File: src/include/proc_defines.svh
// Width and depth constants for the five-stage processor
`ifndef PROC_DEFINES_SVH
`define PROC_DEFINES_SVH

// One machine word for registers, memories and the PC
`define DATA_WIDTH 16

// Register file
`define REG_COUNT 8
`define REG_ADDR_BITS 3

// Memory sizes in words with addresses wrapping modulo depth
`define IMEM_DEPTH 64
`define DMEM_DEPTH 64

`endif

File: src/rtl/isa_pkg.sv
// Instruction set types for opcodes, ALU operations and instruction fields
`default_nettype none

`include "proc_defines.svh"

package isa_pkg;

    typedef enum logic [3:0] {
        OP_HALT = 4'h0,
        OP_NOP  = 4'h1,
        OP_ADD  = 4'h2,
        OP_SUB  = 4'h3,
        OP_AND  = 4'h4,
        OP_XOR  = 4'h5,
        OP_ADDI = 4'h6,
        OP_LBI  = 4'h7,
        OP_LD   = 4'h8,
        OP_ST   = 4'h9,
        OP_BEQZ = 4'hA,
        OP_BNEZ = 4'hB     // Codes C..F trap as illegal
    } opcodeE;

    typedef enum logic [2:0] {
        ALU_ADD,
        ALU_SUB,
        ALU_AND,
        ALU_XOR,
        ALU_PASSB          // Immediate straight through for LBI
    } aluOpE;

    typedef struct packed {
        opcodeE                                       opcode;   // Bits 15..12
        logic [`REG_ADDR_BITS-1:0]                    rd;       // Bits 11..9
        logic [`REG_ADDR_BITS-1:0]                    rs;       // Bits 8..6
        logic [`REG_ADDR_BITS-1:0]                    rt;       // Bits 5..3
        logic [`DATA_WIDTH-4-3*`REG_ADDR_BITS-1:0]    lowBits;  // Rest of the immediates
    } instrFieldsT;

endpackage

`default_nettype wire

File: src/rtl/pipe_pkg.sv
// Pipeline register structs passed between the processor stages
`default_nettype none

`include "proc_defines.svh"

package pipe_pkg;

    typedef struct packed {
        logic                         valid;
        logic [`DATA_WIDTH-1:0]       pc;
        logic [`DATA_WIDTH-1:0]       instr;
    } ifIdT;

    typedef struct packed {
        logic                         valid;
        logic [`DATA_WIDTH-1:0]       pc;
        logic [`REG_ADDR_BITS-1:0]    rsIdx;
        logic [`REG_ADDR_BITS-1:0]    rtIdx;     // Rd for stores
        logic [`DATA_WIDTH-1:0]       rsVal;
        logic [`DATA_WIDTH-1:0]       rtVal;
        logic [`DATA_WIDTH-1:0]       imm;       // Already sign-extended
        isa_pkg::aluOpE               aluOp;
        logic                         useImm;
        logic                         memRead;
        logic                         memWrite;
        logic                         isBranch;
        logic                         branchOnZero;
        logic                         regWrite;
        logic [`REG_ADDR_BITS-1:0]    dest;
        logic                         halt;
    } idExT;

    typedef struct packed {
        logic                         valid;
        logic [`DATA_WIDTH-1:0]       result;    // ALU result or memory address
        logic [`DATA_WIDTH-1:0]       storeData;
        logic                         memRead;
        logic                         memWrite;
        logic                         regWrite;
        logic [`REG_ADDR_BITS-1:0]    dest;
        logic                         halt;
    } exMemT;

    // MEM/WB register that also feeds the register-file write port
    typedef struct packed {
        logic                         valid;
        logic [`REG_ADDR_BITS-1:0]    dest;
        logic [`DATA_WIDTH-1:0]       value;
        logic                         regWrite;
        logic                         halt;
    } retireT;

endpackage

`default_nettype wire

File: src/rtl/fetch.sv
// Fetch stage holding the PC, the loadable instruction memory and IF/ID
`timescale 1ns/10ps
`default_nettype none

`include "proc_defines.svh"

module fetch (
    input  logic                                clk,
    input  logic                                reset,
    input  logic                                progWrite,
    input  logic [$clog2(`IMEM_DEPTH)-1:0]      progAddr,
    input  logic [`DATA_WIDTH-1:0]              progData,
    input  logic                                stall,
    input  logic                                halt,
    input  logic                                redirect,
    input  logic [`DATA_WIDTH-1:0]              redirectPc,
    output pipe_pkg::ifIdT                      ifId
);

    localparam int imemAddrBits = $clog2(`IMEM_DEPTH);

    logic [`DATA_WIDTH-1:0] imem [`IMEM_DEPTH];
    logic [`DATA_WIDTH-1:0] pc;

    always_ff @(posedge clk) begin
        if (progWrite) begin
            imem[progAddr] <= progData;             // Program load port
        end
    end

    always_ff @(posedge clk) begin
        if (reset) begin
            pc         <= '0;
            ifId.valid <= 1'b0;
        end else if (redirect) begin
            pc         <= redirectPc;               // Taken branch wins
            ifId.valid <= 1'b0;
        end else if (stall) begin
            pc         <= pc;                       // Hold IF/ID for the load-use bubble
        end else if (halt) begin
            ifId.valid <= 1'b0;                     // Stop issuing behind HALT
        end else begin
            pc         <= pc + 1'b1;
            ifId.valid <= 1'b1;
            ifId.pc    <= pc;
            ifId.instr <= imem[pc[imemAddrBits-1:0]];
        end
    end

endmodule

`default_nettype wire

File: src/rtl/decode.sv
// Decode stage with register file, control decode, hazard stall and ID/EX
`timescale 1ns/10ps
`default_nettype none

`include "proc_defines.svh"

module decode (
    input  logic                          clk,
    input  logic                          reset,
    input  pipe_pkg::ifIdT                ifId,
    input  logic                          flush,
    input  pipe_pkg::retireT              retire,
    input  logic                          exMemRead,
    input  logic [`REG_ADDR_BITS-1:0]     exDest,
    output pipe_pkg::idExT                idEx,
    output logic                          stall,
    output logic                          halt,
    output logic                          err
);

    logic [`DATA_WIDTH-1:0] regFile [`REG_COUNT];
    isa_pkg::instrFieldsT   fields;
    pipe_pkg::idExT         next;
    logic                   usesRs;
    logic                   usesRt;
    logic                   legal;
    logic                   isHalt;
    logic                   live;
    logic                   haltSeen;

    // Write-first read so a retiring value is seen the same cycle
    function automatic logic [`DATA_WIDTH-1:0] readReg(input logic [`REG_ADDR_BITS-1:0] idx);
        if (retire.valid && retire.regWrite && retire.dest == idx) begin
            return retire.value;
        end
        return regFile[idx];
    endfunction

    always_ff @(posedge clk) begin
        if (retire.valid && retire.regWrite) begin
            regFile[retire.dest] <= retire.value;
        end
    end

    always_comb begin
        fields = isa_pkg::instrFieldsT'(ifId.instr);
        live   = ifId.valid && !flush && !haltSeen;   // Instruction really in ID
        usesRs = 1'b0;
        usesRt = 1'b0;
        legal  = 1'b1;
        isHalt = 1'b0;
        next   = '0;
        next.pc    = ifId.pc;
        next.rsIdx = fields.rs;
        next.rtIdx = fields.rt;
        next.dest  = fields.rd;
        next.aluOp = isa_pkg::ALU_ADD;
        next.imm   = `DATA_WIDTH'($signed({fields.rt, fields.lowBits}));
        case (fields.opcode)
            isa_pkg::OP_ADD,
            isa_pkg::OP_SUB,
            isa_pkg::OP_AND,
            isa_pkg::OP_XOR: begin
                next.aluOp    = fields.opcode == isa_pkg::OP_ADD ? isa_pkg::ALU_ADD :
                                fields.opcode == isa_pkg::OP_SUB ? isa_pkg::ALU_SUB :
                                fields.opcode == isa_pkg::OP_AND ? isa_pkg::ALU_AND :
                                isa_pkg::ALU_XOR;
                next.regWrite = 1'b1;
                usesRs        = 1'b1;
                usesRt        = 1'b1;
            end
            isa_pkg::OP_ADDI: begin
                next.useImm   = 1'b1;
                next.regWrite = 1'b1;
                usesRs        = 1'b1;
            end
            isa_pkg::OP_LBI: begin
                next.aluOp    = isa_pkg::ALU_PASSB;
                next.useImm   = 1'b1;
                next.regWrite = 1'b1;
                next.imm      = `DATA_WIDTH'($signed({fields.rs[1:0], fields.rt, fields.lowBits}));
            end
            isa_pkg::OP_LD: begin
                next.useImm   = 1'b1;
                next.memRead  = 1'b1;
                next.regWrite = 1'b1;
                usesRs        = 1'b1;
            end
            isa_pkg::OP_ST: begin
                next.rtIdx    = fields.rd;                // Store data comes from Rd
                next.useImm   = 1'b1;
                next.memWrite = 1'b1;
                usesRs        = 1'b1;
                usesRt        = 1'b1;
            end
            isa_pkg::OP_BEQZ,
            isa_pkg::OP_BNEZ: begin
                next.isBranch     = 1'b1;
                next.branchOnZero = fields.opcode == isa_pkg::OP_BEQZ;
                usesRs            = 1'b1;
            end
            isa_pkg::OP_HALT: isHalt = 1'b1;
            isa_pkg::OP_NOP:  legal  = 1'b1;
            default:          legal  = 1'b0;          // Trap
        endcase
        next.halt  = isHalt;
        next.rsVal = readReg(next.rsIdx);
        next.rtVal = readReg(next.rtIdx);
        stall = live && exMemRead &&
                ((usesRs && exDest == next.rsIdx) || (usesRt && exDest == next.rtIdx));
        halt  = haltSeen || (live && isHalt);
        next.valid = live && legal && !stall;
    end

    always_ff @(posedge clk) begin
        idEx <= next;
        if (reset) begin
            idEx.valid <= 1'b0;
            haltSeen   <= 1'b0;
            err        <= 1'b0;
        end else begin
            haltSeen <= halt;
            err      <= err || (live && !legal);      // Sticky until reset
        end
    end

endmodule

`default_nettype wire

File: src/rtl/execute.sv
// Execute stage with forwarding, ALU, branch resolution and EX/MEM
`timescale 1ns/10ps
`default_nettype none

`include "proc_defines.svh"

module execute (
    input  logic                          clk,
    input  logic                          reset,
    input  pipe_pkg::idExT                idEx,
    input  pipe_pkg::exMemT               exMemFwd,
    input  pipe_pkg::retireT              retireFwd,
    output pipe_pkg::exMemT               exMem,
    output logic                          redirect,
    output logic [`DATA_WIDTH-1:0]        redirectPc,
    output logic                          exMemRead,
    output logic [`REG_ADDR_BITS-1:0]     exDest
);

    logic [`DATA_WIDTH-1:0] rsFwd;
    logic [`DATA_WIDTH-1:0] rtFwd;
    logic [`DATA_WIDTH-1:0] opB;
    logic [`DATA_WIDTH-1:0] aluOut;

    // EX/MEM result has priority over the older retiring value
    function automatic logic [`DATA_WIDTH-1:0] forward(
        input logic [`REG_ADDR_BITS-1:0] idx,
        input logic [`DATA_WIDTH-1:0]    regVal,
        input pipe_pkg::exMemT           memSlot,
        input pipe_pkg::retireT          wbSlot
    );
        if (memSlot.valid && memSlot.regWrite && !memSlot.memRead &&
            memSlot.dest == idx) begin
            return memSlot.result;
        end
        if (wbSlot.valid && wbSlot.regWrite && wbSlot.dest == idx) begin
            return wbSlot.value;
        end
        return regVal;
    endfunction

    assign rsFwd = forward(idEx.rsIdx, idEx.rsVal, exMemFwd, retireFwd);
    assign rtFwd = forward(idEx.rtIdx, idEx.rtVal, exMemFwd, retireFwd);
    assign opB   = idEx.useImm ? idEx.imm : rtFwd;

    always_comb begin
        case (idEx.aluOp)
            isa_pkg::ALU_SUB:   aluOut = rsFwd - opB;
            isa_pkg::ALU_AND:   aluOut = rsFwd & opB;
            isa_pkg::ALU_XOR:   aluOut = rsFwd ^ opB;
            isa_pkg::ALU_PASSB: aluOut = opB;
            default:            aluOut = rsFwd + opB;
        endcase
    end

    // Branch taken when Rs matches the zero test
    assign redirect   = idEx.valid && idEx.isBranch &&
                        (idEx.branchOnZero == (rsFwd == '0));
    assign redirectPc = idEx.pc + 1'b1 + idEx.imm;

    assign exMemRead = idEx.valid && idEx.memRead;   // To load-use detection
    assign exDest    = idEx.dest;

    always_ff @(posedge clk) begin
        exMem.valid     <= idEx.valid;
        exMem.result    <= aluOut;
        exMem.storeData <= rtFwd;
        exMem.memRead   <= idEx.memRead;
        exMem.memWrite  <= idEx.memWrite;
        exMem.regWrite  <= idEx.regWrite;
        exMem.dest      <= idEx.dest;
        exMem.halt      <= idEx.halt;
        if (reset) begin
            exMem.valid <= 1'b0;
        end
    end

endmodule

`default_nettype wire

File: src/rtl/memory.sv
// Memory stage with data memory, load selection and the MEM/WB register
`timescale 1ns/10ps
`default_nettype none

`include "proc_defines.svh"

module memory (
    input  logic                clk,
    input  logic                reset,
    input  pipe_pkg::exMemT     exMem,
    output pipe_pkg::retireT    retire
);

    localparam int dmemAddrBits = $clog2(`DMEM_DEPTH);

    logic [`DATA_WIDTH-1:0]  dmem [`DMEM_DEPTH];
    logic [dmemAddrBits-1:0] addr;

    assign addr = exMem.result[dmemAddrBits-1:0];    // Wraps modulo depth

    always_ff @(posedge clk) begin
        if (exMem.valid && exMem.memWrite) begin
            dmem[addr] <= exMem.storeData;
        end
    end

    always_ff @(posedge clk) begin
        retire.valid    <= exMem.valid;
        retire.dest     <= exMem.dest;
        retire.value    <= exMem.memRead ? dmem[addr] : exMem.result;
        retire.regWrite <= exMem.regWrite;
        retire.halt     <= exMem.halt;
        if (reset) begin
            retire.valid <= 1'b0;
        end
    end

endmodule

`default_nettype wire

File: src/rtl/proc.sv
// Five-stage in-order processor top level
`timescale 1ns/10ps
`default_nettype none

`include "proc_defines.svh"

module proc (
    input  logic                              clk,
    input  logic                              reset,
    input  logic                              progWrite,
    input  logic [$clog2(`IMEM_DEPTH)-1:0]    progAddr,
    input  logic [`DATA_WIDTH-1:0]            progData,
    output pipe_pkg::retireT                  retire,
    output logic                              halted,
    output logic                              err
);

    pipe_pkg::ifIdT              ifId;
    pipe_pkg::idExT              idEx;
    pipe_pkg::exMemT             exMem;
    logic                        stall;
    logic                        halt;
    logic                        redirect;
    logic [`DATA_WIDTH-1:0]      redirectPc;
    logic                        exMemRead;
    logic [`REG_ADDR_BITS-1:0]   exDest;

    fetch fetch_i (
        .clk        (clk),
        .reset      (reset),
        .progWrite  (progWrite),
        .progAddr   (progAddr),
        .progData   (progData),
        .stall      (stall),
        .halt       (halt),
        .redirect   (redirect),
        .redirectPc (redirectPc),
        .ifId       (ifId)
    );

    decode decode_i (
        .clk        (clk),
        .reset      (reset),
        .ifId       (ifId),
        .flush      (redirect),       // Taken branch kills the ID slot
        .retire     (retire),
        .exMemRead  (exMemRead),
        .exDest     (exDest),
        .idEx       (idEx),
        .stall      (stall),
        .halt       (halt),
        .err        (err)
    );

    execute execute_i (
        .clk        (clk),
        .reset      (reset),
        .idEx       (idEx),
        .exMemFwd   (exMem),
        .retireFwd  (retire),
        .exMem      (exMem),
        .redirect   (redirect),
        .redirectPc (redirectPc),
        .exMemRead  (exMemRead),
        .exDest     (exDest)
    );

    memory memory_i (
        .clk        (clk),
        .reset      (reset),
        .exMem      (exMem),
        .retire     (retire)
    );

    always_ff @(posedge clk) begin
        if (reset) begin
            halted <= 1'b0;
        end else if (retire.valid && retire.halt) begin
            halted <= 1'b1;                   // Stays up until reset
        end
    end

endmodule

`default_nettype wire

File: config.mk
export PLATFORM = sky130hd
export DESIGN_NAME = proc
export DESIGN_NICKNAME = d
export VERILOG_FILES = /design/src/rtl/isa_pkg.sv /design/src/rtl/pipe_pkg.sv /design/src/rtl/fetch.sv /design/src/rtl/decode.sv /design/src/rtl/execute.sv /design/src/rtl/memory.sv /design/src/rtl/proc.sv
export VERILOG_INCLUDE_DIRS = /design/src /design/src/include
export SDC_FILE = /design/constraint.sdc
export NUM_CORES = 2
export LEC_CHECK = 0
export BUFFER_PORTS_ARGS = -buffer_cell sky130_fd_sc_hd__buf_2
export CORE_AREA = 2 2 391 393
export DETAILED_ROUTE_END_ITERATION = 12
export DIE_AREA = 0 0 393 395
export PLACE_DENSITY = 0.78
export SLEW_MARGIN = 30
export SYNTH_ARGS = -nofsm -noshare
export SYNTH_HDL_FRONTEND = slang
export SYNTH_HIERARCHICAL = 1
export SYNTH_SLANG_ARGS = --single-unit
File: constraint.sdc
create_clock -name clk -period 9.1 [get_ports clk]
set_input_delay 0.455 -clock clk [delete_from_list [all_inputs] [get_ports clk]]
set_output_delay 0.455 -clock clk [all_outputs]
set_load 0.01 [all_outputs]
# After elaboration in Yosys (flattened, before gate mapping)
# Memories as Yosys holds them, arrays and structs flattened. A register that Yosys moved wholly into a read port is not among the register bits.
# Cells that the tools add are included.
# W data, S select, Z words.
# word_totals
ff_bits,150
latchBits,0
mem_bits_rw,2176
mem_bits_ro,0
out_inout_bits,24
elab_cells,155
memories,3
# classes
addsub,5
multipliers,0
div,0
magnitude_cmp,0
eq_ne,24
shift,0
n_mux,42
bitwise,6
reduce_logical,42
# mem_list
memory,depth,word_bits,rd,rd_clocked_by_memory_dff,write_ports,line_no,source
fetch_i.imem,64,16,1,1,1,fetch.sv:22,logic [`DATA_WIDTH-1:0] imem [`IMEM_DEPTH];
memory_i.dmem,64,16,1,1,1,memory.sv:16,logic [`DATA_WIDTH-1:0] dmem [`DMEM_DEPTH];
decode_i.regFile,8,16,2,2,1,decode.sv:21,logic [`DATA_WIDTH-1:0] regFile [`REG_COUNT];
# op_table
op,n
$mux W16,14
$pmux W16 S4,1
$add A16 B1 Y16 const B,2
$add A16 B16 Y16,2
$logic_and A1 B1 Y1,22
$mux W1,22
$eq A3 B3 Y1,6
$and A16 B16 Y16,1
$eq A4 B3 Y1 const B,4
$eq A4 B4 Y1 const B,4
$logic_not A16 Y1,1
$sub A16 B16 Y16,1
$xor A16 B16 Y16,1
$reduce_or A12 Y1,1
$mux W3,3
$reduce_or A9 Y1,1
$eq A4 B2 Y1 const B,2
$reduce_or A4 Y1,2
$reduce_or A7 Y1,1
$eq A3 B2 Y1 const B,2
$pmux W3 S2,1
$logic_not A1 Y1,5
$reduce_or A5 Y1,1
$eq A4 B1 Y1 const B,1
other kinds (11),18

# Depth between registers and ports, before layout
# logic_depth
ltp_word,18
mapped_depth,22
ltp_nobuf,19

# Modules after synthesis
# Netlist, hierarchy kept.
# modules_own_cells
module,instances,cells_each,area_each_um2,seq_area_each_um2
fetch,1,1886,41250.8,32050.7
memory,1,2173,40269.9,31189.9
decode,1,367,7161.9,4764.6
execute,1,528,4281.6,800.8
proc,1,3,28.8,20.0

# Worst setup path before layout
# OpenSTA, ideal clock, no wires.
# synth_path
path_kind,flip-flop to flip-flop
from,register decode_i/idEx[64] (netlist name)
to,register fetch_i/ifId[0] (netlist name)
arrival_time_ns,6.274
setup_slack_ns,2.325
path_stages_with_launch,16
n_path_buf,2
cell_sequence,dfxtp_1 > clkbuf_1 > buf_2 > mux4_2 > mux2_2 > mux2i_1 > o21ai_0 > nor4_1 > nand4_1 > xor2_1 > and3_1 > nor3b_1 > nand2_1 > or4_1 > o21ai_1 > nor4_1
# synth_between
elab_chain_cells,16
# synth_rtl
element,line_no,source
$eq A3 B3 Y1,execute.sv:36,if (wbSlot.valid && wbSlot.regWrite && wbSlot.dest == idx) begin
$logic_and A1 B1 Y1,execute.sv:36,
$mux W1 (2 in a row),execute.sv:36,
$mux W16,execute.sv:39,return regVal;
$mux W16 (*),execute.sv:36,
$logic_not A16 Y1 (*),execute.sv:58,(idEx.branchOnZero == (rsFwd == '0));
$eq A1 B1 Y1 (*),execute.sv:58,
$logic_and A1 B1 Y1 (*),execute.sv:57,assign redirect = idEx.valid && idEx.isBranch &&
named net redirect,proc.sv:23,logic redirect;
$logic_not A1 Y1 (*),decode.sv:47,live = ifId.valid && !flush && !haltSeen;
$logic_and A1 B1 Y1 (*) (2 in a row),decode.sv:47,
$logic_and A1 B1 Y1 (*) (2 in a row),decode.sv:109,stall = live && exMemRead &&
named net stall,proc.sv:21,logic stall;
$not A1 Y1 (no line) (*),n/a,
$reduce_and A4 Y1 (no line) (*),n/a,
# The timed path passes the listed nets; every way through them passes the cells marked *. The select of a mux whose other input is x is not followed.
# A chain may end at the register's enable or synchronous reset.

# Worst setup path after layout
# layout_path
from,register decode_i/idEx[64] (netlist name)
to,register fetch_i.pc[5]
# layout_between
elab_chain_cells,16
# layout_rtl
element,line_no,source
$eq A3 B3 Y1,execute.sv:36,
$logic_and A1 B1 Y1,execute.sv:36,
$mux W1 (2 in a row),execute.sv:36,
$mux W16,execute.sv:39,
$mux W16 (*),execute.sv:36,
$logic_not A16 Y1 (*),execute.sv:58,
$eq A1 B1 Y1 (*),execute.sv:58,
$logic_and A1 B1 Y1 (*),execute.sv:57,
named net redirect,proc.sv:23,
$logic_not A1 Y1 (*),decode.sv:47,
$logic_and A1 B1 Y1 (*) (2 in a row),decode.sv:47,
$logic_and A1 B1 Y1 (*) (2 in a row),decode.sv:109,
named net stall,proc.sv:21,
$ne A2 B1 Y1 (no line) (*),n/a,
$reduce_and A2 Y1 (no line) (*),n/a,
end signal: assignment,fetch.sv:36,pc <= redirectPc;
end signal: assignment,fetch.sv:39,pc <= pc;
end signal: assignment,fetch.sv:43,pc <= pc + 1'b1;
end: declaration,fetch.sv:23,logic [`DATA_WIDTH-1:0] pc;
# Marks and branches as above.

==> impl_metrics.csv <==
group,metric,value,unit
status,status,"completed",
sta,whs,0.1519,ns
drt,viasPerCell,6.894,
clock_network,cts_tree,"built",
drt,drt_iter0_drc,7385,
critical_path,critPathCaptureType,"flop",
floorplanning,num_io_pins,49,
sta,finalSetupViolCount,0,
layout,areaGrowthSynthToFinish,10.73,%
sta,finalMaxSlewViolations,0,
sta,skew,0.06551,ns
layout,num-nets-final,5060,
drt,wirelength_met1,83.11,mm
global_routing,antenna_found_initial,9,
floorplanning,dieWidth,393,µm
placed_design,gp_congestion,0.9634,
power_and_ir_drop,ir_worst_vdd,308.2,µV
floorplanning,core_area,151200,µm²
global_routing,grt_usage,30.00,%
clock_network,cts-htree-levels,4,
drt,avgRoutedWirePerCell,32.15,µm
clock_network,worstSkewPairLatency,0.85,ns
clock_network,clock-root-buffer,"clkbuf_16",
critical_path,cp_max_fo,33,
sta,max_freq,167.5,MHz
critical_path,critPathTopFamily,"simple AND/OR/NAND/NOR gates",
placed_design,pre_cts_ws,3.211,ns
drt,first_pass_iters,7,
critical_path,criticalPathCategory,"reg2reg",
placed_design,portBuffers,48,
clock_network,cts_resized,0,
layout,layout-drive-gt1-share,22.35,%
sta,worst_slack,3.130,ns
critical_path,path_buf_inv,1,
global_routing,grt_max_degree,137,
floorplanning,die_h,395,µm
sta,max-slew-margin-rel,33.14,%
drt,route.detailed.drc,0,
critical_path,worstPathRequired,9.81,ns
clock_network,clockBufferDepth,3,
sta,post-route-min-period,5.970,ns
min_path,hold_class,"in2reg",
sta,finalCritPeriodShare,65.61,%
sta,tightestPinTransition,0.9889,ns
critical_path,critPathArrivalTime,6.68,ns
floorplanning,die_area,155200,µm²
layout,final_cells,7212,
power_and_ir_drop,leakage,0.03213,µW
critical_path,cpMaxStageDelayCell,"nor4_1",
synth,syn_area,91560,µm²
critical_path,setup.worst_path.start_class,"flop",
clock_network,path_clk_slew,0.06,ns
drt,ant_nets,0,
synth,yosys_warnings,6,
critical_path,max_stage_delay,0.60,ns
layout,nFillCells,9289,
synth,synth_nets,4884,
floorplanning,start_util,60.56,%
global_routing,grt_pass1_vias,49140,
sta,tns,0,ns
synth,synth_cells,4818,
drt,routed-wl-met3,26.97,mm
sta,hold_viol,0,
drt,drt-total-wl,231.8,mm
clock_network,clock_sinks,2304,
global_routing,grt_first_pass_wirelength,336.2,mm
critical_path,path_cells,"buf_4 > mux4_2 > mux2_2 > mux2i_1 > o21ai_0 > nor4_1 > nand4_1 > xor2_1 > and3_1 > nor3b_1 > nand2_1 > or4_1 > o21ai_1 > and4bb_2 > nand3_1 > xnor2_1 > a211oi_1",
sta,rsz0062_at_grt,"false",
floorplanning,rows,143,
power_and_ir_drop,powerDensity,315.9,nW/µm²
synth,syn_avg_cell_area,19.00,µm²
placed_design,hpwlAfterDp,131.9,mm
drt,dr_total_vias,49720,
global_routing,grt.overflow.total,0,
placed_design,dp.cells,6802,
clock_network,cts_buffers,216,
drt,maxUsedRoutingLayer,"met5",
drt,met2RoutedLength,110.5,mm
job,drv_cap,0,
-- power by group --
| part | internal, µW | switching [µW] |
|---|---|---|
| sequential | 12800 | 671 |
| clock | 4770 | 3870 |
| combinational | 3660 | 6270 |
| total | 21200 | 10800 |
-- timing repair --
item                                    in CTS  in global routing
endpoints found under the hold margin        5                  0
setup buffers                                0                  0
hold buffers                                 1                  0
endpoints found under the setup margin       0                  0
-- per-stage QoR --
step,utilization (%),total power (µW),instance area [µm²]
global placement,62.50,23080,94500
global route,67.05,33010,101400
floorplan,-,19990,91560
detailed placement,62.52,23250,94520
finish,67.06,32030,101400
CTS,67.01,31830,101300
-- layout make-up --
| type | instances | area (µm²) | area share, % |
|---|---|---|---|
| sequential | 2304 | 68170 | 67.24 |
| clock buffer | 289 | 5762 | 5.683 |
| multi-input combinational | 2153 | 21670 | 21.38 |
| tap | 2030 | 2540 | 2.505 |
| antenna | 5 | 12.51 | 0.01234 |
| clock inverter | 112 | 1021 | 1.007 |
| timing repair buffer | 271 | 2018 | 1.991 |
| inverter | 48 | 180.2 | 0.1777 |
-- final timing paths --
check,startpoint,to,slack (ns),depth (start not counted)
setup / recovery,decode_i/idEx[64],fetch_i/pc[5],3.13,17
hold / removal,progData[5],fetch_i/imem[6][5],0.15,1
setup reg to reg,decode_i/idEx[64],fetch_i/pc[5],3.13,17
hold reg to reg,decode_i/idEx[0],execute_i/exMem[0],0.33,0
-- state kept, by name, summed over array words and instances (netlist names) --
signal	count
fetch_i/imem	1024
memory_i/dmem	1024
decode_i/regFile	128
execute_i/exMem	40
decode_i/idEx	34
fetch_i/ifId	23
memory_i/retire	22
fetch_i/pc	6
decode_i/err	1
decode_i/haltSeen	1
halted	1
-- cells in the final DEF (no fill, tap or decap), types with 39 or more instances in the layout --
| master | n |
|---|---|
| inv_1 | 42 |
| clkbuf_16 | 218 |
| mux4_2 | 369 |
| buf_4 | 220 |
| a221oi_1 | 130 |
| nand3_1 | 51 |
| o22ai_1 | 65 |
| o21ai_0 | 96 |
| o221ai_1 | 49 |
| clkbuf_1 | 67 |
| edfxtp_1 | 2198 |
| nand2_1 | 109 |
| dfxtp_1 | 81 |
| a22o_1 | 40 |
| buf_2 | 42 |
| mux2i_1 | 238 |
| nor2_1 | 242 |
| a22oi_1 | 78 |
| ha_1 | 39 |
| mux2_2 | 137 |
| clkinv_1 | 45 |
| a21oi_1 | 99 |
-- routing by layer --
metal,vias up,track usage (%)
met3,602,6.490
met2,3484,46.83
li1,20210,-
met1,25430,41.26
met5,-,0
met4,6,13.05
No activity file was read; power rests on OpenSTA's default activity.
